File: src/rtl/mod_pkg.sv
// Shared types for the modulation subsystem: bus regions, register map and playback state.
// Referenced with scoped names from every RTL module.
package mod_pkg;

  // Upper address bits of the CPU bus pick the memory region.
  typedef enum logic [1:0] {
    REGION_CONTROLLER = 2'h0,
    REGION_MOD        = 2'h1,
    REGION_NORMAL     = 2'h2  // Accepted on the bus, nothing is stored.
  } bram_select_e;

  typedef enum logic [13:0] {
    ADDR_CTL_FLAG       = 14'h000,
    ADDR_MOD_MEM_PAGE   = 14'h020,
    ADDR_MOD_CYCLE      = 14'h021,
    ADDR_MOD_FREQ_DIV_0 = 14'h022,
    ADDR_MOD_FREQ_DIV_1 = 14'h023
  } ctl_addr_e;

  localparam int CTL_FLAG_SYNC_BIT = 8;

  typedef struct packed {
    logic         valid;
    bram_select_e select;
    logic [13:0]  addr;
    logic [15:0]  data;
  } bus_wr_t;

  typedef struct packed {
    logic        run;
    logic        page;
    logic [15:0] cycle;     // Index of the last sample.
    logic [31:0] freq_div;  // Clock cycles per sample.
  } mod_cfg_t;

  typedef enum logic [1:0] {
    SEQ_IDLE  = 2'd0,
    SEQ_FETCH = 2'd1,
    SEQ_WAIT  = 2'd2
  } seq_state_e;

endpackage

File: src/rtl/ctl_regs.sv
// Controller register bank. Holds the control flag, memory page, cycle length and
// divider, and answers CPU reads with a registered readback.
`timescale 1ns/10ps
module ctl_regs (
  input  logic              CPU_CKIO,
  input  logic              rst,
  input  mod_pkg::bus_wr_t  wr,
  input  logic              rd_en,
  input  logic [13:0]       rd_addr,
  output logic [15:0]       data_out,
  output mod_pkg::mod_cfg_t cfg
);

  logic [15:0] ctl_flag;
  logic        page;
  logic [15:0] cycle;
  logic [31:0] freq_div;
  logic        ctl_wr;

  assign ctl_wr = wr.valid && (wr.select == mod_pkg::REGION_CONTROLLER);

  always_ff @(posedge CPU_CKIO) begin
    if (rst) begin
      ctl_flag <= '0;
      page     <= 1'b0;
      cycle    <= '0;
      freq_div <= 32'd2;
    end else if (ctl_wr) begin
      case (wr.addr)
        mod_pkg::ADDR_CTL_FLAG:       ctl_flag <= wr.data;
        mod_pkg::ADDR_MOD_MEM_PAGE:   page <= wr.data[0];
        mod_pkg::ADDR_MOD_CYCLE:      cycle <= wr.data;
        mod_pkg::ADDR_MOD_FREQ_DIV_0: freq_div[15:0] <= wr.data;
        mod_pkg::ADDR_MOD_FREQ_DIV_1: freq_div[31:16] <= wr.data;
        default: ;
      endcase
    end
  end

  // Readback. Addresses outside the map return zero.
  always_ff @(posedge CPU_CKIO) begin
    if (rst) begin
      data_out <= '0;
    end else if (rd_en) begin
      case (rd_addr)
        mod_pkg::ADDR_CTL_FLAG:       data_out <= ctl_flag;
        mod_pkg::ADDR_MOD_MEM_PAGE:   data_out <= {15'd0, page};
        mod_pkg::ADDR_MOD_CYCLE:      data_out <= cycle;
        mod_pkg::ADDR_MOD_FREQ_DIV_0: data_out <= freq_div[15:0];
        mod_pkg::ADDR_MOD_FREQ_DIV_1: data_out <= freq_div[31:16];
        default:                      data_out <= '0;
      endcase
    end
  end

  always_comb begin
    cfg.run      = ctl_flag[mod_pkg::CTL_FLAG_SYNC_BIT];
    cfg.page     = page;
    cfg.cycle    = cycle;
    cfg.freq_div = freq_div;
  end

  // The playback pipeline needs two cycles per sample.
  a_freq_div_min: assert property (
    @(posedge CPU_CKIO) disable iff (rst)
    cfg.run |-> cfg.freq_div >= 32'd2
  );

endmodule

File: config.mk
export PLATFORM = sky130hd
export DESIGN_NAME = ctl_regs
export DESIGN_NICKNAME = d
export VERILOG_FILES = /design/src/rtl/mod_pkg.sv /design/src/rtl/ctl_regs.sv
export SDC_FILE = /design/constraint.sdc
export NUM_CORES = 1
export LEC_CHECK = 0
export CORE_MARGIN = 5
export CORE_UTILIZATION = 30
export DETAILED_ROUTE_END_ITERATION = 10
export DONT_BUFFER_PORTS = 1
export PLACE_DENSITY_LB_ADDON = 0.3
export SLEW_MARGIN = 20
export SYNTH_ARGS = -nofsm -noshare
export SYNTH_HDL_FRONTEND = slang
export SYNTH_SLANG_ARGS = --single-unit
File: constraint.sdc
create_clock -name CPU_CKIO -period 2.6 [get_ports CPU_CKIO]
set_clock_uncertainty 0.15 [all_clocks]
set_input_delay 0.26 -clock CPU_CKIO [delete_from_list [all_inputs] [get_ports CPU_CKIO]]
set_output_delay 0.26 -clock CPU_CKIO [all_outputs]
set_load 0.005 [all_outputs]
Word level (Yosys, flattened, before mapping)
Index checks and enable logic that the tools add are counted.

cells by class
  equal/unequal tests = 8
  mux-type cells = 1
  reduce and logical (&&, ||, !) cells = 9

operators with widths
  cell                   count
  $eq A14 B6 Y1 const B  8
  $pmux W16 S5           1
  $logic_not A14 Y1      2
  $reduce_and A2 Y1      5
  $logic_not A2 Y1       1
  $logic_and A1 B1 Y1    1

storage, ports and cells
  register bits = 81
  input port bits = 50
  output and inout port bits = 66
  logic and storage cells = 24

Longest topological paths before layout
  depth after elaboration = 3
  depth in mapped cells = 6
  mapped depth without buffers = 4

Worst setup path after synthesis
Ideal clock, no wire load.

  path kind = input to register
  start point = input wr[20] in the netlist's numbering
  end point = register ctl_flag[10]
  library setup time = 0.121 ns
  data arrival time = 1.421 ns
  required time = 2.329 ns
  slack = 0.909 ns
  stages on the path = 6
  buffers on the path = 2
  cells stage by stage = nor4_4 -> nand3_2 -> or3_1 -> buf_6 -> buf_12 -> mux2i_1

on the way
  word-level cells in the longest chain between the ends = 2

ends and longest elaborated chain
  element                             line            source
  start, declared                     ctl_regs.sv:7   input mod_pkg::bus_wr_t wr,
  $logic_not A14 Y1                   ctl_regs.sv:29  case (wr.addr)
  $reduce_and A2 Y1 (no source line)  n/a
  end signal, assigned                ctl_regs.sv:30  mod_pkg::ADDR_CTL_FLAG: ctl_flag <= wr.data;
  end, declared                       ctl_regs.sv:14  logic [15:0] ctl_flag;

No other way between the ends.
A chain may end at the register's enable or synchronous reset.

==> metrics.md <==
| Metric | Value |
|---|---|
| Most frequent CP cell | `dlygate4sd3_1` |
| Placed insts | `474` |
| Sequential-to-total area share from yosys stat | `0.4455` |
| Worst hold-check path type | `primary input to flip-flop` |
| Netlist cell types | `35` |
| Setup total negative slack | `0 ns` |
| CP startpoint | `wr[1]` |
| FF-to-FF setup slack | `1.17 ns` |
| Worst relative slew slack | `0.3695` |
| Max VDD drop | `0.4521 mV` |
| Worst skew pair latency | `0.34 ns` |
| Ys flop type | `dfxtp_1` |
| Die H | `120.1 um` |
| Max stage delay on crit path | `0.56 ns` |
| Area post-placement | `3712 um^2` |
| Max-slew violation count | `0` |
| CP Cell Sequence | `dlygate4sd3_1, nor2_1, dlygate4sd3_1, mux2i_1, dlygate4sd3_1` |
| Cell with the most instances after synthesis | `mux2i_1` |
| Worst r2r src | `page$_SDFFE_PP0P_` |
| Final Power | `2.701 mW` |
| Power Dens Cells | `656.4 nW/um^2` |
| Number of buffers created by CTS | `9` |
| Status | `completed` |
| Tcrit/Tclk final | `0.7714` |
| WL/cell | `20.76 um` |
| Detailed Place HPWL | `6459 um` |
| Ys async rst share | `0` |
| Syn avg cell area | `10.40 um^2` |
| CTS Sinks | `81` |
| Clock Tree Buf Depth | `2` |
| Post-layout instance count excluding filler cells | `498` |
| Fin nets | `395` |
| Reg clk slew, reported paths | `0.06 ns` |
| Core area | `11960 um^2` |
| CTS tree | `yes` |
| Net count after synthesis | `400` |
| Crit. End Element | `flip-flop` |
| Die X | `120.1 um` |
| Max Cap Viol | `0` |
| Vias in the first global route | `2680` |
| Area of all placed cells without fillers | `4115 um^2` |
| Slew of the pin with the lowest slew margin | `0.9447 ns` |
| Startpoint types | `primary input` |
| Initial antenna violation count | `0` |
| Die ar. | `14430 um^2` |
| Gp weighted congestion | `0.6881` |
| WP data required | `2.67 ns` |
| Antenna viol nets, final | `0` |
| RSZ-0062 raised after global routing | `no` |
| Overflow after GRT | `0` |
| Proportion of layout cells with a drive suffix above 1 | `0.08286` |
| DR DRC count | `0` |
| Via density | `5.096` |
| I/O pin count | `116` |
| Ranking of synthesized cells by area | `dfxtp_1, mux2i_1, nand2b_1` |
| All-layer global routing usage | `0.1494` |
| Crit path time final | `2.006 ns` |
| Final WL | `10340 um` |
| H-tree levels | `3` |
| Initial Util | `0.3043` |
| Area grow syn2layout | `13.06%` |
| Yosys warns | `0` |
| WS Path Type | `primary input to flip-flop` |
| Register bit total from synthesis | `81` |
| Slowest CP cell | `dlygate4sd3_1` |
| Post-synth EDFFs | `0` |
| DR pass1 iterations | `4` |
| Fillers | `1189` |
| Largest net degree at the start of global routing | `65` |
| Area leader, netlist | `dfxtp_1` |
| Final Hold Vio Count | `0` |
| Via count | `2538` |
| Crit path arrival time | `2.08 ns` |
| CP max FO | `2` |
| Number of DRC markers in iteration 0 | `131` |
| FP Rows | `40` |
| # setup viols final | `0` |
| Global-route wire length before repair | `16220 um` |
| WHS | `0.01282 ns` |
| Max Clk Rate | `0.4986 GHz` |
| Gate count of the mapped netlist | `350` |
| Most instantiated cells after synthesis | `mux2i_1, dfxtp_1, nand2b_1` |
| Synth top area share | `0.4455` |
| Worst hold start | `wr[3]` |
| I/O Buffers | `0` |
| Post-synth design cell area | `3640 um^2` |
| Root Driver | `clkbuf_16` |
| Lkg Pwr | `1.678 nW` |
==> report_power, final <==
part,internal [mW],switching (mW),total [mW]
registers,1.24,0.00000826,1.24
clock network,0.846,0.523,1.37
logic,0.0423,0.0487,0.0910
==> logic make-up after synthesis <==
family,count (synthesis),share of synthesized area
buffers and inverters,27,0.03918
AND/OR/NAND/NOR,125,0.2142
AO/OA/AOI/OAI,35,0.07563
multiplexers,82,0.2255
flip-flops,81,0.4455
==> worst max-delay path, delay by kind of cell <==
| kind | cells | cell delay (ns) |
|---|---|---|
| buf+inv | 3 | 1.67 |
| simple gates | 1 | 0.10 |
| mux | 1 | 0.06 |
==> cell type report <==
| type | count | area, um^2 | area share |
|---|---|---|---|
| well taps | 147 | 183.9 | 0.04469 |
| diodes | 1 | 2.502 | 0.0006081 |
| multi-input cells | 242 | 1881 | 0.4570 |
| repair buffers | 10 | 102.6 | 0.02493 |
| inverters | 1 | 3.754 | 0.0009121 |
| flip-flops and latches | 81 | 1622 | 0.3940 |
| clock buffers | 10 | 229.0 | 0.05564 |
| clock inverters | 6 | 91.34 | 0.02220 |
==> flip-flops by register name, indices dropped and copies added (netlist names) <==
| signal | cells |
|---|---|
| ctl_flag | 16 |
| page | 1 |
| freq_div | 32 |
| data_out | 16 |
| cycle | 16 |
==> path summary, 6_finish.rpt <==
kind / cells after the start / endpoint
worst min register to register: 2 / ctl_flag[6]$_SDFFE_PP0P_
worst max-delay path: 5 / freq_div[1]$_SDFFE_PP1P_
worst min-delay path: 2 / freq_div[19]$_SDFFE_PP0P_
worst max register to register: 4 / page$_SDFFE_PP0P_
==> what timing repair did <==
action | CTS | global route
gates resized for setup | 0 | 0
buffers inserted | 0 | 0
hold endpoints to repair | 66 | 0
hold buffers | 7 | 0
==> per-layer routing <==
| metal | up-vias | part of all wire | global-route usage |
|---|---|---|---|
| met2 | 77 | 0.47 | 0.2413 |
| li1 | 1224 | - | - |
| met4 | 0 | 0.018 | 0.05798 |
| met5 | - | 0 | 0 |
| met3 | 12 | 0.071 | 0.04665 |
| met1 | 1225 | 0.44 | 0.1858 |
==> metrics by stage <==
| step | setup WS [ns] | utilization |
|---|---|---|
| after floorplan | 0.9086 | - |
| after global placement | 0.7842 | 0.3104 |
| after detailed placement | 0.7418 | 0.3104 |
| after CTS | 0.6139 | 0.3438 |
| after global routing | 0.5352 | 0.3438 |
| final | 0.5943 | 0.3440 |
==> cell usage in the layout (no fill, tap or decap), types with 2 or more instances in the layout <==
cell type / netlist / final
mux2i_1: 82 / 82
dfxtp_1: 81 / 81
nand2b_1: 80 / 80
nand2_1: 19 / 19
a22oi_1: 15 / 15
o221ai_1: 15 / 15
clkbuf_16: 0 / 9
dlygate4sd3_1: 0 / 6
nor2_1: 7 / 5
nor2_2: 1 / 3
buf_4: 3 / 3
nor4b_1: 2 / 2
nor3_1: 2 / 2
o21ai_0: 2 / 2
clkinv_4: 0 / 2
bufinv_16: 0 / 2
Note: power is estimated with default switching activity, not from simulation.
