### src/rtl/mod_pkg.sv
// Shared types for the modulation subsystem: bus regions, register map and playback state.
// Referenced with scoped names from every RTL module.
package mod_pkg;

  // Upper address bits of the CPU bus pick the memory region.
  typedef enum logic [1:0] {
    REGION_CONTROLLER = 2'h0,
    REGION_MOD        = 2'h1,
    REGION_NORMAL     = 2'h2  // Accepted on the bus, nothing is stored.
  } bram_select_e;

  typedef enum logic [13:0] {
    ADDR_CTL_FLAG       = 14'h000,
    ADDR_MOD_MEM_PAGE   = 14'h020,
    ADDR_MOD_CYCLE      = 14'h021,
    ADDR_MOD_FREQ_DIV_0 = 14'h022,
    ADDR_MOD_FREQ_DIV_1 = 14'h023
  } ctl_addr_e;

  localparam int CTL_FLAG_SYNC_BIT = 8;

  typedef struct packed {
    logic         valid;
    bram_select_e select;
    logic [13:0]  addr;
    logic [15:0]  data;
  } bus_wr_t;

  typedef struct packed {
    logic        run;
    logic        page;
    logic [15:0] cycle;     // Index of the last sample.
    logic [31:0] freq_div;  // Clock cycles per sample.
  } mod_cfg_t;

  typedef enum logic [1:0] {
    SEQ_IDLE  = 2'd0,
    SEQ_FETCH = 2'd1,
    SEQ_WAIT  = 2'd2
  } seq_state_e;

endpackage

### src/rtl/mod_seq_fsm.sv
// Playback sequencer. Latches the sample index on each tick, fetches the byte from
// the sample memory and presents it with a one-cycle valid pulse.
`timescale 1ns/10ps
module mod_seq_fsm #(
  parameter int MOD_ADDR_W = 8
) (
  input  logic                CPU_CKIO,
  input  logic                rst,
  input  logic                run,
  input  logic                tick,
  input  logic [MOD_ADDR_W:0] idx,
  output logic [MOD_ADDR_W:0] rd_idx,
  input  logic [7:0]          rd_value,
  output logic [7:0]          mod_value,
  output logic [MOD_ADDR_W:0] mod_idx,
  output logic                mod_valid
);

  mod_pkg::seq_state_e state;
  mod_pkg::seq_state_e state_next;
  logic [MOD_ADDR_W:0] idx_q;
  logic                start;

  assign start = run && tick;

  always_comb begin
    state_next = state;
    case (state)
      mod_pkg::SEQ_IDLE:  if (start) state_next = mod_pkg::SEQ_FETCH;
      mod_pkg::SEQ_FETCH: state_next = mod_pkg::SEQ_WAIT;
      mod_pkg::SEQ_WAIT:  state_next = start ? mod_pkg::SEQ_FETCH : mod_pkg::SEQ_IDLE;
      default:            state_next = mod_pkg::SEQ_IDLE;
    endcase
    if (!run) begin
      state_next = mod_pkg::SEQ_IDLE;
    end
  end

  always_ff @(posedge CPU_CKIO) begin
    if (rst) begin
      state <= mod_pkg::SEQ_IDLE;
    end else begin
      state <= state_next;
    end
  end

  // Index is held from the tick until the sample has been emitted.
  always_ff @(posedge CPU_CKIO) begin
    if (start) begin
      idx_q <= idx;
    end
  end

  assign rd_idx    = idx_q;  // Memory address during SEQ_FETCH.
  assign mod_valid = state == mod_pkg::SEQ_WAIT;
  assign mod_value = rd_value;
  assign mod_idx   = idx_q;

  // The timer period must cover the two-cycle fetch.
  a_no_tick_in_fetch: assert property (
    @(posedge CPU_CKIO) disable iff (rst)
    state == mod_pkg::SEQ_FETCH |-> !tick
  );

endmodule

### config.mk
export PLATFORM = sky130hd
export DESIGN_NAME = mod_seq_fsm
export DESIGN_NICKNAME = d
export VERILOG_FILES = /design/src/rtl/mod_pkg.sv /design/src/rtl/mod_seq_fsm.sv
export SDC_FILE = /design/constraint.sdc
export NUM_CORES = 1
export LEC_CHECK = 0
export ABC_CLOCK_PERIOD_IN_PS = 1100
export BUFFER_PORTS_ARGS = -buffer_cell sky130_fd_sc_hd__buf_2
export CAP_MARGIN = 20
export CORE_MARGIN = 1.5
export CORE_UTILIZATION = 35
export CTS_BUF_LIST = sky130_fd_sc_hd__clkbuf_8
export DETAILED_ROUTE_END_ITERATION = 16
export PLACE_DENSITY_LB_ADDON = 0.05
export SYNTH_ARGS = -nofsm -noshare
export SYNTH_HDL_FRONTEND = slang
export SYNTH_SLANG_ARGS = --single-unit
### constraint.sdc
create_clock -name CPU_CKIO -period 1.1 [get_ports CPU_CKIO]
set_clock_uncertainty 0.05 [all_clocks]
set_input_delay 0.275 -clock CPU_CKIO [delete_from_list [all_inputs] [get_ports CPU_CKIO]]
set_output_delay 0.275 -clock CPU_CKIO [all_outputs]
set_load 0.005 [all_outputs]
Word-level counts from Yosys, hierarchy flattened --
Cells that the tools add are included.
Cells by class: add/subtract/negate cells 0, multiply operators 0, div/mod/pow operators 0, $lt $le $gt $ge 0, equal/unequal tests 3, shifts and indexed selects 0, multiplexer cells 3, bitwise gates (word level) 1, reductions and logical operators 3
Operators by type and width (count):
- one-hot mux 2 bit (3 select lines) | 1
- == test 2 x 1 -> 1 bit (second input constant) | 1
- == test 2 bit (second input constant) | 1
- logical NOT 2 bit | 1
- 2-to-1 mux 2 bit | 1
- != test 2 bit (second input constant) | 1
- OR reduction 2 bit | 1
- logical AND 1 bit | 1
- 2-to-1 mux 1 bit | 1
- inverter 1 bit | 1
Word-level totals: register bits after elaboration 11, bits in latches 0, bits in writable memories 0, memory bits (read-only) 0, input port bits 21, output and inout bits 27, logic and storage cells 12, memories kept 0

Longest topological paths before layout --
Gate-level depths: netlist of run 1.
depth after elaboration 3, depth in mapped cells 1, mapped depth without buffers 1

Least setup slack after synthesis of run 1 --
OpenSTA, ideal clock, no wires.
path kind input to register, start input port tick, end register idx_q[0] (netlist: mod_idx[0]) (enable), setup time 0.337 ns, arrival time 0.561 ns, required time 0.713 ns, path slack 0.152 ns, cell stages on the path 1, buffers on the path 0, cell sequence and2_1
On the way: longest elaborated chain between the ends 1
Ends and longest elaborated chain:
- start, declared | RTL line mod_seq_fsm.sv:10 | input logic tick,
- logical AND 1 bit | RTL line mod_seq_fsm.sv:24 | assign start = run && tick;
- end signal, assigned | RTL line mod_seq_fsm.sv:50 | idx_q <= idx;
- end, declared | RTL line mod_seq_fsm.sv:21 | logic [MOD_ADDR_W:0] idx_q;
Every way passes these cells. A chain may end at the register's enable or synchronous reset.

Final worst setup path of run 1 --
start register state[0], end output port mod_valid
On the way: longest elaborated chain between the ends 1
Ends and longest elaborated chain:
- start, declared | RTL line mod_seq_fsm.sv:19 | mod_pkg::seq_state_e state;
- start signal, assigned | RTL line mod_seq_fsm.sv:41 | state <= mod_pkg::SEQ_IDLE;
- start signal, assigned | RTL line mod_seq_fsm.sv:43 | state <= state_next;
- == test 2 bit | RTL line mod_seq_fsm.sv:55 | assign mod_valid = state == mod_pkg::SEQ_WAIT;
- end, declared | RTL line mod_seq_fsm.sv:16 | output logic mod_valid
Every way passes these cells.

==> flow_summary.toml, run 1 <==
[finish]
final_util_pct = 46.06
area_delta_synth_final_pct = 24.15
instances_no_fill = 68
diodes = 0
drive_gt1_share_pct = 71.70
nets = 75
final_area_sq_um = 591.8

[clocking]
ctsHtreeMaxLevel = 1
postCtsHoldBufs = 0
clockRootBuffer = "clkbuf_8"
tritoncts = "built"
clock_path_buffers = 2
clkSinkCount = 11
cts_buffers = 3
path_clk_slew_ns = 0.05
clk_latency_ns = 0.23

[power]
power_density_mw_per_mm2 = 1608
p_leak_nw = 0.2892
total_power_mw = 0.9515
peakVddDrop_mv = 0.8796

[sta]
hold_viol_final = 0
fin_ws_ns = -0.05991
rsz0062_at_grt = "yes"
slew_viol_final = 0
setup_viol_count_final = 1
relSlewSlack_pct = 94.58
fin_crit_sh_pct = 105.4
maxClockFrequency_mhz = 862.1
post-route-min-period_ns = 1.160
worst_hold_slack_ns = 0.1678
worstMarginPinSlew_ns = 0.08137

[floorplanning]
die_x_um = 39.91
io_pins = 48
core_area_sq_mm = 0.001285
die_h_um = 39.91
die_area_sq_mm = 0.001592
initial_core_util_pct = 37.10
rows = 13

[yosys]
synthXorXnorAreaFrac_pct = 0
syn_area_per_cell_sq_um = 14.90
synth_fa_ha_area_share_pct = 0
yosysMostFrequentCell = "buf_4"
async_flop_share_pct = 0
synth_common_cells = "17 x buf_4, 9 x edfxtp_1, 2 x and4bb_1, 2 x dfxtp_1"
ys.warnings.count = 0
synth_cell_types = 6
synthSimpleGateAreaFrac_pct = 8.136
synth_mux_area_share_pct = 0
synth-seq-cells = 11
synth_area_sq_um = 476.7
synth-main-ff-cell = "edfxtp_1"
netlist_instances = 32
synth_area_leaders = "edfxtp_1 57%, buf_4 27%, dfxtp_1 8.4%"
netlist.area_leader.share_pct = 56.69
syn-num-nets = 53
synth_top_family_by_area = "buffers and inverters"
synth_top_cell_by_area = "edfxtp_1"
synth-compound-area-share_pct = 0
synth_edf_count = 9
seq_area_frac_synth_pct = 65.09

[global_routing]
grt-ovfl-total = 0
grt_pass1_wl_um = 972
grt_max_degree = 7
track_usage_pct = 9.479
antenna_found_initial = 0
first_global_vias = 241

[worst_hold_path]
hold_path_class = "in2reg"

[routing]
dr_total_vias = 286
wirelength_um = 687
postRouteAntennaNets = 0
via_per_inst = 4.206
drcViolationCount = 0
wl_per_cell_um = 10.10
drt-pass1-iter-count = 1
detailedRoute.firstIterationViolations = 0

[setup_path]
cpPeakStageDelay_ns = 0.32
crit_fanout = 2
critPathKind = "reg2out"
crit_path_top_delay_cell = "dfxtp_2"
worst_setup_path_start_kind = "flip-flop"
endpoint_kind = "output pin"
worstPathRequired_ns = 0.77
path_cells = "and2b_1 > buf_2"
cp.arrival_ns = 0.83

[outcome]
violations = "setup timing"
outcome = "complete, but fails checks"

[placed_design]
dp.cells = 63
gp_congestion = 0.5476
numPortBuffers = 31
placed_area_sq_um = 538.0

[run]
cap_violations = 0
## layout make-up
class	instances	area, sq um
timing repair buffer	34	177.7
clock buffer	3	41.29
sequential	11	311.5
fill	119	693.2
clock inverter	1	3.754
tap	15	18.77
multi-input combinational	4	38.79
## cell usage in the layout (no fill, tap or decap)
| master | synthesis | routed |
|---|---|---|
| and4bb_1 | 2 | 2 |
| dfxtp_2 | 0 | 1 |
| edfxtp_1 | 9 | 9 |
| buf_2 | 0 | 31 |
| clkbuf_8 | 0 | 3 |
| inv_1 | 0 | 1 |
| and2b_1 | 1 | 1 |
| and2_1 | 1 | 1 |
| dfxtp_1 | 2 | 1 |
| buf_4 | 17 | 3 |
## flip-flops by register name, indices dropped and copies added (netlist names)
register and flops:
mod_idx 9, state 2
## stage by stage
step	worst slack, ns	TNS [ns]
CTS	-0.06908	-0.06908
floorplan	0.1520	0
global placement	0.1228	0
detailed placement	0.1074	0
finish	-0.05991	-0.05991
global route	-0.09499	-0.1159
## worst max-delay path, delay by kind of cell (launching register included)
| family | cells | cell delay (ns) |
|---|---|---|
| buffers and inverters | 1 | 0.12 |
| DFF | 1 | 0.32 |
| and+or+nand+nor | 1 | 0.17 |
## metal layers
metal  wire, um  up-vias  track usage (%)
li1           -      133                -
met1        238      127            8.929
met2        370       22            16.53
met3         68        4            3.409
met4          9        0            6.897
met5          0        -                0
## power by group
group | total [mW] | switching [mW] | internal [mW]
Sequential | 0.488 | 0.00864 | 0.480
Clock | 0.377 | 0.133 | 0.243
Combinational | 0.0865 | 0.0342 | 0.0522
## repair_timing
action,CTS,global route
buffers inserted,1,0
gates cloned,0,0
resized for setup,1,0
endpoints found under the setup margin,1,7
## final timing paths
path	cells past startpoint	end	from	slack, ns
hold reg to reg	1	state[1]	state[1]	0.49
setup reg to reg	2	state[1]	state[0]	0.32
hold / removal	1	mod_idx[0]	idx[0]	0.17
setup / recovery	2	mod_valid	state[0]	-0.06
## cells by family after synthesis
family / after synthesis
buffers and inverters: 17
DFF: 11
and+or+nand+nor: 4
No activity file was read; power rests on OpenSTA's default activity.
==> inputs of run 2 (changes only) <==
--- a/config.mk
+++ b/config.mk
@@ -6,12 +6,12 @@
 export NUM_CORES = 1
 export LEC_CHECK = 0
 export ABC_CLOCK_PERIOD_IN_PS = 1100
-export BUFFER_PORTS_ARGS = -buffer_cell sky130_fd_sc_hd__buf_2
 export CAP_MARGIN = 20
-export CORE_MARGIN = 1.5
-export CORE_UTILIZATION = 35
+export CORE_AREA = 2 2 39 41
 export CTS_BUF_LIST = sky130_fd_sc_hd__clkbuf_8
 export DETAILED_ROUTE_END_ITERATION = 16
+export DIE_AREA = 0 0 41 43
+export DONT_BUFFER_PORTS = 1
 export PLACE_DENSITY_LB_ADDON = 0.05
 export SYNTH_ARGS = -nofsm -noshare
 export SYNTH_HDL_FRONTEND = slang
==> flow_summary.toml, run 2 (same netlist as run 1, synthesis figures left out) <==
[outcome]
outcome = "finished clean"

[global_routing]
first_global_vias = 192
grt_pass1_wl_um = 779
grt-ovfl-total = 0
grt_max_degree = 7
antenna_found_initial = 0
track_usage_pct = 6.851

[placed_design]
gp_congestion = 0.5058
hpwl_um = 492.1
dp.cells = 33
numPortBuffers = 0
dp_slack_ns = 0.2019

[power]
switchingPower_mw = 0.1587
p_sw_share_pct = 17.80
p_leak_nw = 0.1603
total_power_mw = 0.8917
peakVddDrop_mv = 0.7708
power_density_mw_per_mm2 = 2072
p_int_mw = 0.7330
combPwrFrac_pct = 1.8
power_frac_clock_pct = 42.0
seq_power_share_pct = 56.3

[sta]
fin_crit_sh_pct = 96.80
post-route-min-period_ns = 1.065
maxClockFrequency_mhz = 939.1
worst_hold_slack_ns = 0.08909
setup_viol_count_final = 0
relSlewSlack_pct = 91.36
slew_viol_final = 0
tns_ns = 0
fin_ws_ns = 0.03520
rsz0062_at_grt = "no"
hold_viol_final = 0
worstMarginPinSlew_ns = 0.1298

[clocking]
clockRootBuffer = "clkbuf_8"
clkSinkCount = 11
ctsHtreeMaxLevel = 1
clk_latency_ns = 0.23
clock_path_buffers = 2
postCtsHoldBufs = 0
path_clk_slew_ns = 0.05
cts_buffers = 3
tritoncts = "built"

[worst_hold_path]
whs_path_depth = 0
hold_path_class = "in2reg"
hold_start = "idx[5]"
min_to = "mod_idx[5]"

[run]
cap_violations = 0

[finish]
largest_reg_flops = 9
layout_common_cells = "9 x edfxtp_1, 3 x clkbuf_8, 2 x and4bb_1, 2 x buf_4"
drive_gt1_share_pct = 28.57
nets = 43
final_common_cell = "edfxtp_1"
area_delta_synth_final_pct = -9.711
fillers = 141
instances_no_fill = 37
diodes = 0

[floorplanning]
die_x_um = 41
initial_core_util_pct = 34.45
die_area_sq_mm = 0.001763
die_h_um = 43
io_pins = 48
rows = 14
core_area_sq_mm = 0.001384

[routing]
dr_total_vias = 169
drt-pass1-iter-count = 2
drcViolationCount = 0
detailedRoute.firstIterationViolations = 1
postRouteAntennaNets = 0
wl_per_cell_um = 16.54
via_per_inst = 4.568
wirelength_um = 612

[setup_path]
cpPeakStageDelay_ns = 0.32
worst_setup_path_start_kind = "flip-flop"
crit_buf_inv = 0
critPathKind = "reg2out"
crit_path_top_delay_cell = "dfxtp_2"
cp_top_family = "flip-flops"
reg2reg_from = "state[0]"
crit_fanout = 3
r2r_slack_ns = 0.44
path_cells = "and2b_1"
cp.depth = 1
cp.arrival_ns = 0.74
r2r_cells = 1
crit_start = "state[0]"
worstPathRequired_ns = 0.77
endpoint_kind = "output pin"
regToRegEndpoint = "state[0]"
-- run 2: cell count changes in the layout (fill, tap and decap cells not counted), sizes merged --
| cell | change |
|---|---|
| buf | -32 |
-- run 2: how the worst max path moves through the flow --
stage,endpoint
6_report,mod_valid
5_1_grt,mod_valid
3_5_place_dp,mod_idx[0]
3_3_place_gp,mod_idx[0]
2_1_floorplan,mod_idx[0]
4_1_cts,mod_valid
-- run 2: power groups by stage --
stage	clock [mW]	sequential, mW	combinational [mW]
after floorplan	0	0.501	0.0650
after detailed placement	0	0.510	0.0160
after CTS	0.396	0.502	0.0161
after global placement	0	0.509	0.0159
after global routing	0.418	0.505	0.0170
final	0.374	0.502	0.0157
-- run 2: layout make-up --
class	count	area [sq um]	area share, %
multi-input combinational	4	38.79	9.012
tap	16	20.02	4.651
timing repair buffer	2	15.01	3.488
clock inverter	1	3.754	0.8721
clock buffer	3	41.29	9.593
sequential	11	311.5	72.38
-- run 2: metal layers --
metal	share of wire [%]	global-route usage [%]	wire length, um	up-vias
li1	-	-	-	70
met1	36	5.461	218	80
met2	49	10.00	299	19
met3	15	5.759	94	0
met4	0	5.333	0	0
met5	0	0	0	-
-- run 2: metrics by stage --
stage                     area (sq um)  util, %
after CTS                        429.2    31.01
final                            430.4    31.10
after floorplan                  476.7        -
after global placement           384.1    27.76
after detailed placement         384.1    27.76
after global routing             430.4    31.10
-- run 2: repair_timing --
| item | in CTS | in global routing |
|---|---|---|
| gates resized for setup | 0 | 1 |
| setup buffers | 0 | 0 |
| endpoints found under the setup margin | 0 | 1 |
