## src/rtl/mod_pkg.sv

```systemverilog
// Shared types for the modulation subsystem: bus regions, register map and playback state.
// Referenced with scoped names from every RTL module.
package mod_pkg;

  // Upper address bits of the CPU bus pick the memory region.
  typedef enum logic [1:0] {
    REGION_CONTROLLER = 2'h0,
    REGION_MOD        = 2'h1,
    REGION_NORMAL     = 2'h2  // Accepted on the bus, nothing is stored.
  } bram_select_e;

  typedef enum logic [13:0] {
    ADDR_CTL_FLAG       = 14'h000,
    ADDR_MOD_MEM_PAGE   = 14'h020,
    ADDR_MOD_CYCLE      = 14'h021,
    ADDR_MOD_FREQ_DIV_0 = 14'h022,
    ADDR_MOD_FREQ_DIV_1 = 14'h023
  } ctl_addr_e;

  localparam int CTL_FLAG_SYNC_BIT = 8;

  typedef struct packed {
    logic         valid;
    bram_select_e select;
    logic [13:0]  addr;
    logic [15:0]  data;
  } bus_wr_t;

  typedef struct packed {
    logic        run;
    logic        page;
    logic [15:0] cycle;     // Index of the last sample.
    logic [31:0] freq_div;  // Clock cycles per sample.
  } mod_cfg_t;

  typedef enum logic [1:0] {
    SEQ_IDLE  = 2'd0,
    SEQ_FETCH = 2'd1,
    SEQ_WAIT  = 2'd2
  } seq_state_e;

endpackage

```

## src/rtl/mod_timer.sv

```systemverilog
// Sample rate timer. Divides the clock by freq_div and steps the sample index,
// wrapping after the configured cycle length.
`timescale 1ns/10ps
module mod_timer #(
  parameter int MOD_ADDR_W = 8
) (
  input  logic                CPU_CKIO,
  input  logic                rst,
  input  mod_pkg::mod_cfg_t   cfg,
  output logic                tick,
  output logic [MOD_ADDR_W:0] idx
);

  logic [31:0] div_cnt;
  logic        div_end;
  logic [15:0] idx_ext;

  assign div_end = div_cnt >= cfg.freq_div - 32'd1;
  assign idx_ext = 16'(idx);

  always_ff @(posedge CPU_CKIO) begin
    if (rst || !cfg.run) begin
      div_cnt <= '0;
      tick    <= 1'b0;
    end else begin
      div_cnt <= div_end ? 32'd0 : div_cnt + 32'd1;
      tick    <= div_end;  // Lands freq_div cycles after the period starts.
    end
  end

  // idx is the index carried by the current tick and moves on as the tick ends.
  always_ff @(posedge CPU_CKIO) begin
    if (rst || !cfg.run) begin
      idx <= '0;
    end else if (tick) begin
      if (idx_ext >= cfg.cycle) begin
        idx <= '0;
      end else begin
        idx <= idx + 1'b1;
      end
    end
  end

  a_idx_in_cycle: assert property (
    @(posedge CPU_CKIO) disable iff (rst || !cfg.run)
    idx_ext <= cfg.cycle
  );

endmodule

```

## config.mk

```make
export PLATFORM = sky130hd
export DESIGN_NAME = mod_timer
export DESIGN_NICKNAME = d
export VERILOG_FILES = /design/src/rtl/mod_pkg.sv /design/src/rtl/mod_timer.sv
export SDC_FILE = /design/constraint.sdc
export NUM_CORES = 1
export LEC_CHECK = 0
export BUFFER_PORTS_ARGS = -buffer_cell sky130_fd_sc_hd__buf_2
export CORE_ASPECT_RATIO = 2
export CORE_MARGIN = 2
export CORE_UTILIZATION = 50
export DETAILED_ROUTE_END_ITERATION = 16
export GPL_TIMING_DRIVEN = 0
export PLACE_DENSITY = 0.77
export SLEW_MARGIN = 20
export SYNTH_ARGS = -nofsm -noshare
export SYNTH_HDL_FRONTEND = slang
export SYNTH_SLANG_ARGS = --single-unit
```

## constraint.sdc

```tcl
create_clock -name CPU_CKIO -period 6.21 [get_ports CPU_CKIO]
set_clock_uncertainty 0.15 [all_clocks]
set_input_delay 0.3105 -clock CPU_CKIO [delete_from_list [all_inputs] [get_ports CPU_CKIO]]
set_output_delay 0.3105 -clock CPU_CKIO [all_outputs]
set_load 0.01 [all_outputs]
```

* Word-level counts from Yosys, hierarchy flattened
Index checks and enable logic that the tools add are counted.
** Operators by class
- Add/sub/neg operators :: 3
- Magnitude comparators :: 2
- Muxes and demuxes :: 1
- Reductions and logical operators :: 3
** Operators by type and width (count)
- $add 32x1->32 const B :: 1
- $ge 32x32->1 :: 1
- $sub 32x1->32 const B :: 1
- $ge 9x16->1 :: 1
- $add 9x1->9 const B :: 1
- $mux 9 :: 1
- $reduce_or 2->1 :: 1
- $logic_not 1->1 :: 1
- $logic_or 1x1->1 :: 1
** Word-level totals
- Register bits after elaboration :: 42
- Output and inout port bits :: 10
- Logic and storage cells :: 12

* Logic depth before layout (Yosys ltp)
Gate-level depths: netlist (run 1).
- Depth in word-level cells :: 3
- Mapped depth :: 17
- Gate-level depth less buffers :: 15

* Worst setup path after synthesis (run 1)
OpenSTA, ideal clock, no wires.
- Path type :: input -> register
- Start :: input cfg[3] (netlist bit)
- End :: register div_cnt[13]
- Library setup time :: 0.062 ns
- Arrival time :: 3.259 ns
- Path slack :: 2.739 ns
- Stages :: 15
- Buffers on the path :: 2
- Cells stage by stage :: or3_4 or4_4 nor3_4 nand2_4 nor4_4 xnor2_1 ha_1 nand4_1 nor2_1 a221oi_1 o211ai_1 or3_1 buf_6 buf_8 nor2_2
** Between the ends
- Word-level cells in the longest chain between the ends :: 3
** RTL lines
- start: declaration :: RTL line mod_timer.sv:9 : input mod_pkg::mod_cfg_t cfg,
- $sub 32x1->32 :: RTL line mod_timer.sv:18 : assign div_end = div_cnt >= cfg.freq_div - 32'd1;
- $ge 32x32->1 :: RTL line mod_timer.sv:18
- $reduce_or 2->1 (no source line)
- end signal: assignment :: RTL line mod_timer.sv:26 : div_cnt <= div_end ? 32'd0 : div_cnt + 32'd1;
- end: declaration :: RTL line mod_timer.sv:14 : logic [31:0] div_cnt;
Every way passes these cells.
A chain may end at the register's enable or synchronous reset.

* Worst setup path after layout (run 1)
- Start :: input cfg[0] (netlist bit)
- End :: register div_cnt[9]
Same word-level chain as after synthesis.

==> results.md, run 1 <==
- CP required: 6.24 ns
- CP arrival: 3.90 ns
- M3 GR Usage: 3.366%
- IO Count: 62
- Post-route insts no fill: 544
- CTS-repair resized insts: 0
- Hold WC Path Type: input pin to flip-flop
- Antenna Nets Post-Route: 0
- Die Span Y: 119.2 um
- DRT Wirelength: 7060 um
- CP Capture Type: flip-flop
- First-pass GRT wire length: 12100 um
- Area grow syn2layout: 17.45%
- DP Wirelength: 5687 um
- CP cell instances: buf_2 -> inv_1 -> ha_1 -> nor2b_1 -> nand4b_1 -> nor2_1 -> nand2_1 -> nor3_1 -> xnor2_1 -> ha_1 -> nand4_1 -> nor4_1 -> nand2_1 -> a31oi_1 -> or3_1 -> buf_6 -> buf_8 -> nor2_2
- Max-cap violations: 0
- Tcrit/Tclk final: 62.31%
- Status: completed
- Remaining routing DRC violations: 0
- Min Tclk post-route: 3.869 ns
- Routability Congestion: 0.8782
- Total inserted antenna cells: 0
- CTS tree: done
- Die Wd: 61.62 um
- Worst Hold Launch: cfg[49]
- Antenna violations before repair: 0
- Cell count after synthesis: 389
- Ranking of synthesized cells by area: dfxtp_1 25%, ha_1 17%, xor2_1 11%, xnor2_1 7.1%, nor2_1 4.9%
- GRT busiest layer: met2
- Leakage power: 1.625 nW
- Crit path max-delay cell type: nor4_1
- Initial Util: 50.94%
- Final nets: 552
- DR iter-0 viols: 63
- GR Util met2: 35.92%
- Global Route met1 Usage: 26.60%
- Warnings from Yosys: 0
- Via count: 2882
- Routed wire per std cell: 12.98 um
- Layout cell share with drive strength beyond 1: 21.05%
- Slew headroom: 56.85%
- Share of the synthesized area in the top cell type: 25.33%
- H-tree Lvls: 2
- Sequential-to-total area share from yosys stat: 25.33%
- Die area: 0.007346 mm2
- Post-synth EDFFs: 0
- Mean post-synth cell area: 8.533 um2
- Critical path origin: cfg[0]
- Worst setup SP type: input pin
- Max IR drop VDD: 0.0001855 V
- Power density over cell area: 165.7 mW/mm2
- Synthesized area: 0.003319 mm2
- CTS Buf Count: 5
- Count of different cell masters after synthesis: 48
- TNS Setup: 0 ns
- Clk slew on worst S/H paths: 0.06 ns
- Vias in the first global route: 2772
- Net Count, Synth: 485
- Clk_lat worst skew: 0.29 ns
- Final Max Tran Viols: 0
- Worst-Margin Slew: 0.6473 ns
- Port bufs: 60
- Row Count: 42
- Clock root buffer: clkbuf_16
- Largest net degree at the start of global routing: 13
- Pre-Repair DR Iteration Count: 4
- Setup repair bufs after CTS: 0
- RSZ-0062 raised after global routing: false
- Fmax: 258.4 MHz
- GRT Util Overall: 21.25%
- Prevailing post-synth register cell: dfxtp_1
- Critical Path Fanout Max: 10
- Synth area leader: dfxtp_1
- Crit-path max cell delay: 0.46 ns
- # hold bufs at CTS: 0
- Yosys reg bits: 42
- Detail-routed via count per cell: 5.298
- Design Area, Final: 0.003899 mm2
- Internal reg-to-reg setup slack: 3.50 ns
- Clk sinks: 42
- Residual overflow from global routing: 0
- Synth async-reset ratio: 0%
- Core footprint: 0.006516 mm2
- Final Hold Fails: 0
- Max Buffers Root-to-Sink: 2
- Setup Viol. Count Final: 0
- R2r startpoint: div_cnt[0]
- Placed inst area: 0.003730 mm2
- Placed Instances: 537
- Critical path class: input pin to flip-flop
## power breakdown
| group | internal (mW) | switching [mW] | total [mW] |
|---|---|---|---|
| logic | 0.0343 | 0.0363 | 0.0706 |
| registers | 0.270 | 0.00124 | 0.271 |
| clock network | 0.198 | 0.106 | 0.304 |
## critical path: cells and delay by family
family / cells / cell delay (ns)
XOR/XNOR: 1 / 0.10
AND/OR/NAND/NOR: 10 / 2.29
adder cells (fa/ha/maj): 2 / 0.47
AO/OA/AOI/OAI: 1 / 0.23
buffers and inverters: 4 / 0.48
## cell usage in the layout (no fill, tap or decap), types with 2 or more instances in the layout
cell,count
buf_2,60
nand3_1,19
or3_1,3
nor2b_1,4
a21oi_1,15
and3_1,7
xnor2_1,27
nor3_1,19
or4_1,3
nor2_1,43
nand3b_1,2
nor4_1,6
nand2_1,32
clkbuf_16,5
and4_1,4
inv_1,13
nor3_2,3
xor2_1,40
o21ai_0,7
dfxtp_1,42
nand4_1,12
nor4_2,3
nand2b_1,4
buf_6,3
nor2_2,10
ha_1,44
## synthesized netlist by cell type, types with 4 or more instances
cell type	number
a21oi_1	15
and3_1	7
and4_1	4
dfxtp_1	42
ha_1	44
inv_1	13
nand2_1	32
nand2b_1	4
nand3_1	19
nand4_1	12
nor2_1	43
nor2_2	10
nor2b_1	4
nor3_1	19
nor4_1	6
o21ai_0	7
xnor2_1	27
xor2_1	40
## final cells by class
type	instances	area [um2]
clock inverter	1	30.03
multi-input combinational	329	2377
fill	637	2618
clock buffer	6	138.9
inverter	13	48.80
timing repair buffer	60	300.3
tap	88	110.1
buffer	5	52.55
sequential	42	840.8
## sequential cells by signal, indices dropped and copies added (netlist names)
| register | flops |
|---|---|
| div_cnt | 32 |
| idx | 9 |
| tick | 1 |
## cells by family after synthesis
kind of cell / after synthesis / share of synthesized area [%]
AO/OA/AOI/OAI: 32 / 6.031
XOR/XNOR: 67 / 17.68
adder cells (fa/ha/maj): 44 / 16.59
buffers and inverters: 18 / 3.053
flip-flops: 42 / 25.33
multiplexers: 1 / 0.3016
AND/OR/NAND/NOR: 185 / 31.02
## stage by stage
step	hold WS [ns]	worst slack [ns]	power, mW	utilization, %
floorplan	0.3200	2.739	0.3165	-
global placement	0.3593	2.024	0.3465	57.24
detailed placement	0.3702	1.972	0.3482	57.24
CTS	0.1587	2.261	0.6528	59.83
global route	0.1969	1.945	0.6676	59.83
finish	0.1534	2.341	0.6459	59.83
## path summary, 6_finish.rpt
path	end	depth (start not counted)
worst max-delay path	div_cnt[9]	18
worst min-delay path	tick	3
worst max register to register	div_cnt[17]	10
worst min register to register	div_cnt[0]	1
## routing by layer
| metal | share of wire [%] | vias up |
|---|---|---|
| met5 | 0 | - |
| met1 | 45 | 1318 |
| met4 | 1.5 | 0 |
| met3 | 3.1 | 8 |
| li1 | - | 1506 |
| met2 | 51 | 50 |
Power figures use the tool's default switching activity.
==> run 2, diff against run 1 <==
- PLACE_DENSITY: 0.77 -> 0.8
- clock period: 6.21 -> 3.4 ns (I/O delays scaled with it)
==> results.md, run 2 (same netlist as run 1, synthesis figures left out) <==
- Switch Pwr: 0.2755 mW
- Internal: 0.8370 mW
- Clk slew on worst S/H paths: 0.06 ns
- Most common cell after layout, fill and taps aside: buf_2
- Detail-routed via count per cell: 5.412
- # hold bufs at CTS: 0
- CTS Buf Count: 5
- Overall power consumption: 1.113 mW
- Final Max Tran Viols: 0
- H-tree Lvls: 2
- Logic gate share of total power: 13.3%
- Port bufs: 60
- Tcrit/Tclk final: 102.1%
- Setup Viol. Count Final: 32
- Die Wd: 61.62 um
- Register bank with the most flops: div_cnt
- Final Hold Fails: 0
- Die Span Y: 119.2 um
- Max-cap violations: 0
- Min Hold Slack: 0.06653 ns
- Commonest cells after routing, fill and taps aside: 58 x buf_2, 44 x ha_1, 42 x dfxtp_1
- Largest registers: div_cnt (32), idx (9), tick (1)
- GRT Util Overall: 22.33%
- Via count: 3020
- CTS tree: done
- CP required: 3.46 ns
- Setup slack after layout: -0.07059 ns
- Part of the power in registers: 44.5%
- RSZ-0062 raised after global routing: true
- Max IR drop VDD: 0.0002119 V
- Worst-Margin Slew: 0.6449 ns
- Max reg flops: 32
- Die area: 0.007346 mm2
- CP Capture Type: flip-flop
- Hold path cells: 3
- Failing checks: setup timing
- Status: complete, but fails checks
- DR iter-0 viols: 104
- Final nets: 565
- Remaining routing DRC violations: 0
- Critical Path Fanout Max: 10
- Row Count: 42
- First-pass GRT wire length: 12880 um
- Clock Power Share: 42.1%
- Routed wire per std cell: 13.97 um
- Initial Util: 50.94%
- Core footprint: 0.006516 mm2
- Largest net degree at the start of global routing: 15
- Power density over cell area: 267.7 mW/mm2
- IO Count: 62
- Min Tclk post-route: 3.471 ns
- Max Buffers Root-to-Sink: 2
- Slew headroom: 56.61%
- DRT Wirelength: 7798 um
- Clk_lat worst skew: 0.28 ns
- Area grow syn2layout: 25.18%
- Total inserted antenna cells: 0
- R2R cell count: 10
- Hold WC Path Type: input pin to flip-flop
- CP arrival: 3.53 ns
- Antenna violations before repair: 0
- Worst setup SP type: input pin
- DP Wirelength: 5596 um
- Critical path class: input pin to flip-flop
- Layout cell share with drive strength beyond 1: 27.87%
- Pre-Repair DR Iteration Count: 4
- Leakage power: 1.699 nW
- Clock root buffer: clkbuf_16
- Sw Share: 24.76%
- Worst slack at placement: -0.7492 ns
- Vias in the first global route: 2940
- Routability Congestion: 0.8941
- Residual overflow from global routing: 0
- Clk sinks: 42
- Antenna Nets Post-Route: 0
- Fmax: 288.1 MHz
## run 2: final timing paths
path,start,to,slack [ns]
max,cfg[3],div_cnt[17],-0.07
min,cfg[49],tick,0.07
min reg2reg,div_cnt[0],div_cnt[0],0.39
max reg2reg,div_cnt[0],div_cnt[17],0.61
## run 2: repair_timing
action / CTS / global route
pin swaps: 8 / 11
endpoints found under the setup margin: 33 / 32
gates resized for setup: 20 / 20
cloned: 1 / 0
buffers inserted: 9 / 3
## run 2: metrics by stage
| stage | instance area [um2] | utilization [%] | cells | TNS [ns] |
|---|---|---|---|---|
| after floorplan | 3319 | - | 389 | 0 |
| after global placement | 3730 | 57.24 | 537 | -22.32 |
| after detailed placement | 3730 | 57.24 | 537 | -23.59 |
| after CTS | 4056 | 62.25 | 555 | -1.650 |
| after global routing | 4155 | 63.77 | 558 | -5.693 |
| final | 4155 | 63.77 | 558 | -1.301 |
## run 2: area by class of cell
class | count | area (um2)
buffer | 5 | 60.06
clock buffer | 5 | 125.1
clock inverter | 3 | 21.27
fill | 577 | 2361
inverter | 13 | 48.80
multi-input combinational | 329 | 2511
sequential | 42 | 840.8
tap | 88 | 110.1
timing repair buffer | 73 | 437.9
## run 2: per-layer routing
layer	share of wire (%)	wire length [um]	GRT usage [%]	vias to the layer above
met5	0	0	0	-
met4	3.0	231	6.649	0
met3	3.7	289	2.714	18
met2	52	4059	39.28	69
met1	41	3218	26.94	1400
li1	-	-	-	1533
## run 2: worst max-delay path, cell delays in order
cell and delay [ns]:
buf_6 0.09, or3_4 0.39, or4_4 0.47, nor3_4 0.26, nand2_4 0.13, buf_6 0.14, xor2_2 0.15, ha_1 0.31
a21oi_1 0.14, o21ai_1 0.11, a221oi_2 0.25, o211ai_1 0.17, or3_1 0.34, buf_6 0.15, buf_8 0.14, nor2_1 0.11
## run 2: power groups by stage
stage / clock (mW) / sequential, mW / combinational (mW)
2_1_floorplan: 0 / 0.506 / 0.0723
3_3_place_gp: 0 / 0.506 / 0.128
3_5_place_dp: 0 / 0.506 / 0.130
4_1_cts: 0.473 / 0.495 / 0.144
5_1_grt: 0.494 / 0.495 / 0.165
6_report: 0.469 / 0.495 / 0.149
==> run 3, diff against run 2 <==
- CORE_UTILIZATION: 50 -> 51
- PLACE_DENSITY: 0.8 -> 0.81
==> results.md, run 3 (same netlist as run 1, synthesis figures left out) <==
- Initial Util: 52.61%
- Clk sinks: 42
- Part of the power in registers: 44.0%
- RSZ-0062 raised after global routing: true
- Crit-path max cell delay: 0.46 ns
- Power density over cell area: 273.4 mW/mm2
- Residual overflow from global routing: 0
- First-pass GRT wire length: 13440 um
- Largest net degree at the start of global routing: 13
- R2R cell count: 9
- Die area: 0.007209 mm2
- CP arrival: 3.40 ns
- Commonest cells after routing, fill and taps aside: 58 x buf_2, 44 x ha_1, 42 x dfxtp_1
- Clock Power Share: 42.7%
- Tcrit/Tclk final: 99.27%
- Max IR drop VDD: 0.0001938 V
- Worst r2r dst: div_cnt[22]
- Logic gate share of total power: 13.3%
- GRT Util Overall: 24.26%
- Hold WC Path Type: input pin to flip-flop
- Internal: 0.8571 mW
- Status: completed
- Leakage power: 1.713 nW
- Largest registers: div_cnt (32), idx (9), tick (1)
- Pre-Repair DR Iteration Count: 4
- DP Wirelength: 6408 um
- Final Max Tran Viols: 0
- Hold Path End: tick
- Antenna Nets Post-Route: 0
- Global Route met1 Usage: 22.36%
- Final Hold Fails: 0
- Clk_lat worst skew: 0.29 ns
- Hold path cells: 3
- Via count: 3057
- Worst-Margin Slew: 0.7867 ns
- Critical Path Fanout Max: 10
- Clock root buffer: clkbuf_16
- Remaining routing DRC violations: 0
- Total inserted antenna cells: 0
- Clk slew on worst S/H paths: 0.06 ns
- Internal reg-to-reg setup slack: 0.56 ns
- CP required: 3.42 ns
- Slew headroom: 47.07%
- R2r startpoint: div_cnt[0]
- Most common cell after layout, fill and taps aside: buf_2
- Switch Pwr: 0.2699 mW
- Setup Viol. Count Final: 0
- Worst setup SP type: input pin
- IO Count: 62
- Detail-routed via count per cell: 5.528
- GRT busiest layer: met2
- Min Tclk post-route: 3.375 ns
- DRT Wirelength: 8073 um
- CP cell instances: buf_8 -> or3_4 -> or4_4 -> nor3_4 -> nand2_4 -> nor3_4 -> xnor2_1 -> ha_1 -> nand4_1 -> buf_4 -> nor4_4 -> nand2_2 -> a31oi_4 -> or3_4 -> buf_8 -> nor2_1
- Final nets: 562
- M3 GR Usage: 3.736%
- Die Wd: 61.05 um
- Row Count: 41
- Routed wire per std cell: 14.60 um
- Routability Congestion: 0.8377
- Area grow syn2layout: 24.20%
- H-tree Lvls: 2
- Die Span Y: 118.1 um
- GR Util met2: 46.41%
- DR iter-0 viols: 104
- Design Area, Final: 0.004123 mm2
- Vias in the first global route: 3239
- Crit path buf inv count: 3
- Core footprint: 0.006310 mm2
- Fmax: 296.3 MHz
- Crit-path leading delay family: simple AND/OR/NAND/NOR gates
- Critical path class: input pin to flip-flop
- Max Buffers Root-to-Sink: 2
- CTS tree: done
- Post-route insts no fill: 553
- Placed Instances: 535
- Max reg flops: 32
- Layout cell share with drive strength beyond 1: 25.91%
- Max-cap violations: 0
- Antenna violations before repair: 0
- Sw Share: 23.95%
- Register bank with the most flops: div_cnt
- Worst Hold Launch: cfg[49]
- Crit path max-delay cell type: or4_4
- Overall power consumption: 1.127 mW
- Port bufs: 60
- CP Capture Type: flip-flop
- Placed inst area: 0.003727 mm2
- CTS Buf Count: 5
- # hold bufs at CTS: 0
[run 3: cell types whose count changed in the layout (fill, tap and decap cells not counted), sizes merged]
cell,delta
buf,-3
clkbuf,+2
clkinvlp,-1
clkinv,-1
[run 3: worst max-delay path by stage]
stage,startpoint,depth (start not counted),end
after floorplan,cfg[3],15,div_cnt[13]
after global placement,cfg[0],18,div_cnt[13]
after detailed placement,cfg[0],18,div_cnt[8]
after CTS,cfg[3],16,div_cnt[22]
after global routing,cfg[18],16,div_cnt[19]
final,cfg[3],16,div_cnt[22]
[run 3: worst register-to-register path, cell delays in order, from the launching register on]
cell	delay (ns)
dfxtp_1	0.51
inv_1	0.08
ha_1	0.27
nand2b_4	0.13
a2111o_1	0.44
a32oi_1	0.31
a31oi_4	0.13
or3_4	0.47
buf_8	0.18
nor2_1	0.11
[run 3: final cells by class]
class | count | area [um2]
tap | 86 | 107.6
inverter | 13 | 48.80
fill | 504 | 2187
multi-input combinational | 329 | 2505
clock buffer | 7 | 142.6
clock inverter | 1 | 5.005
buffer | 4 | 53.80
sequential | 42 | 840.8
timing repair buffer | 71 | 419.2
[run 3: power by group through the flow]
stage | Clock, mW | Sequential, mW | Combinational [mW]
2_1_floorplan | 0 | 0.506 | 0.0723
3_3_place_gp | 0 | 0.506 | 0.126
3_5_place_dp | 0 | 0.506 | 0.133
4_1_cts | 0.485 | 0.496 | 0.145
5_1_grt | 0.497 | 0.496 | 0.166
6_report | 0.482 | 0.496 | 0.149
[run 3: metal layers]
metal	vias up	routed length, um
met1	1397	2768
met2	100	4600
met3	29	343
met4	0	360
met5	-	0
li1	1531	-
[run 3: through the flow]
stage	worst slack [ns]	hold WS (ns)	setup TNS, ns	utilization [%]
finish	0.02490	0.05463	0	65.34
global route	-0.1138	0.08321	-2.798	65.34
floorplan	0.06995	0.1932	0	-
detailed placement	-0.6240	0.3297	-19.50	59.07
global placement	-0.6076	0.3164	-19.08	59.07
CTS	-0.03846	0.03532	-0.6508	63.69
[run 3: repair_timing]
item / 4_1_cts / 5_1_grt
endpoints found under the setup margin: 32 / 32
setup buffers: 7 / 3
gates cloned: 1 / 0
resized for setup: 15 / 18
pin swaps: 10 / 13
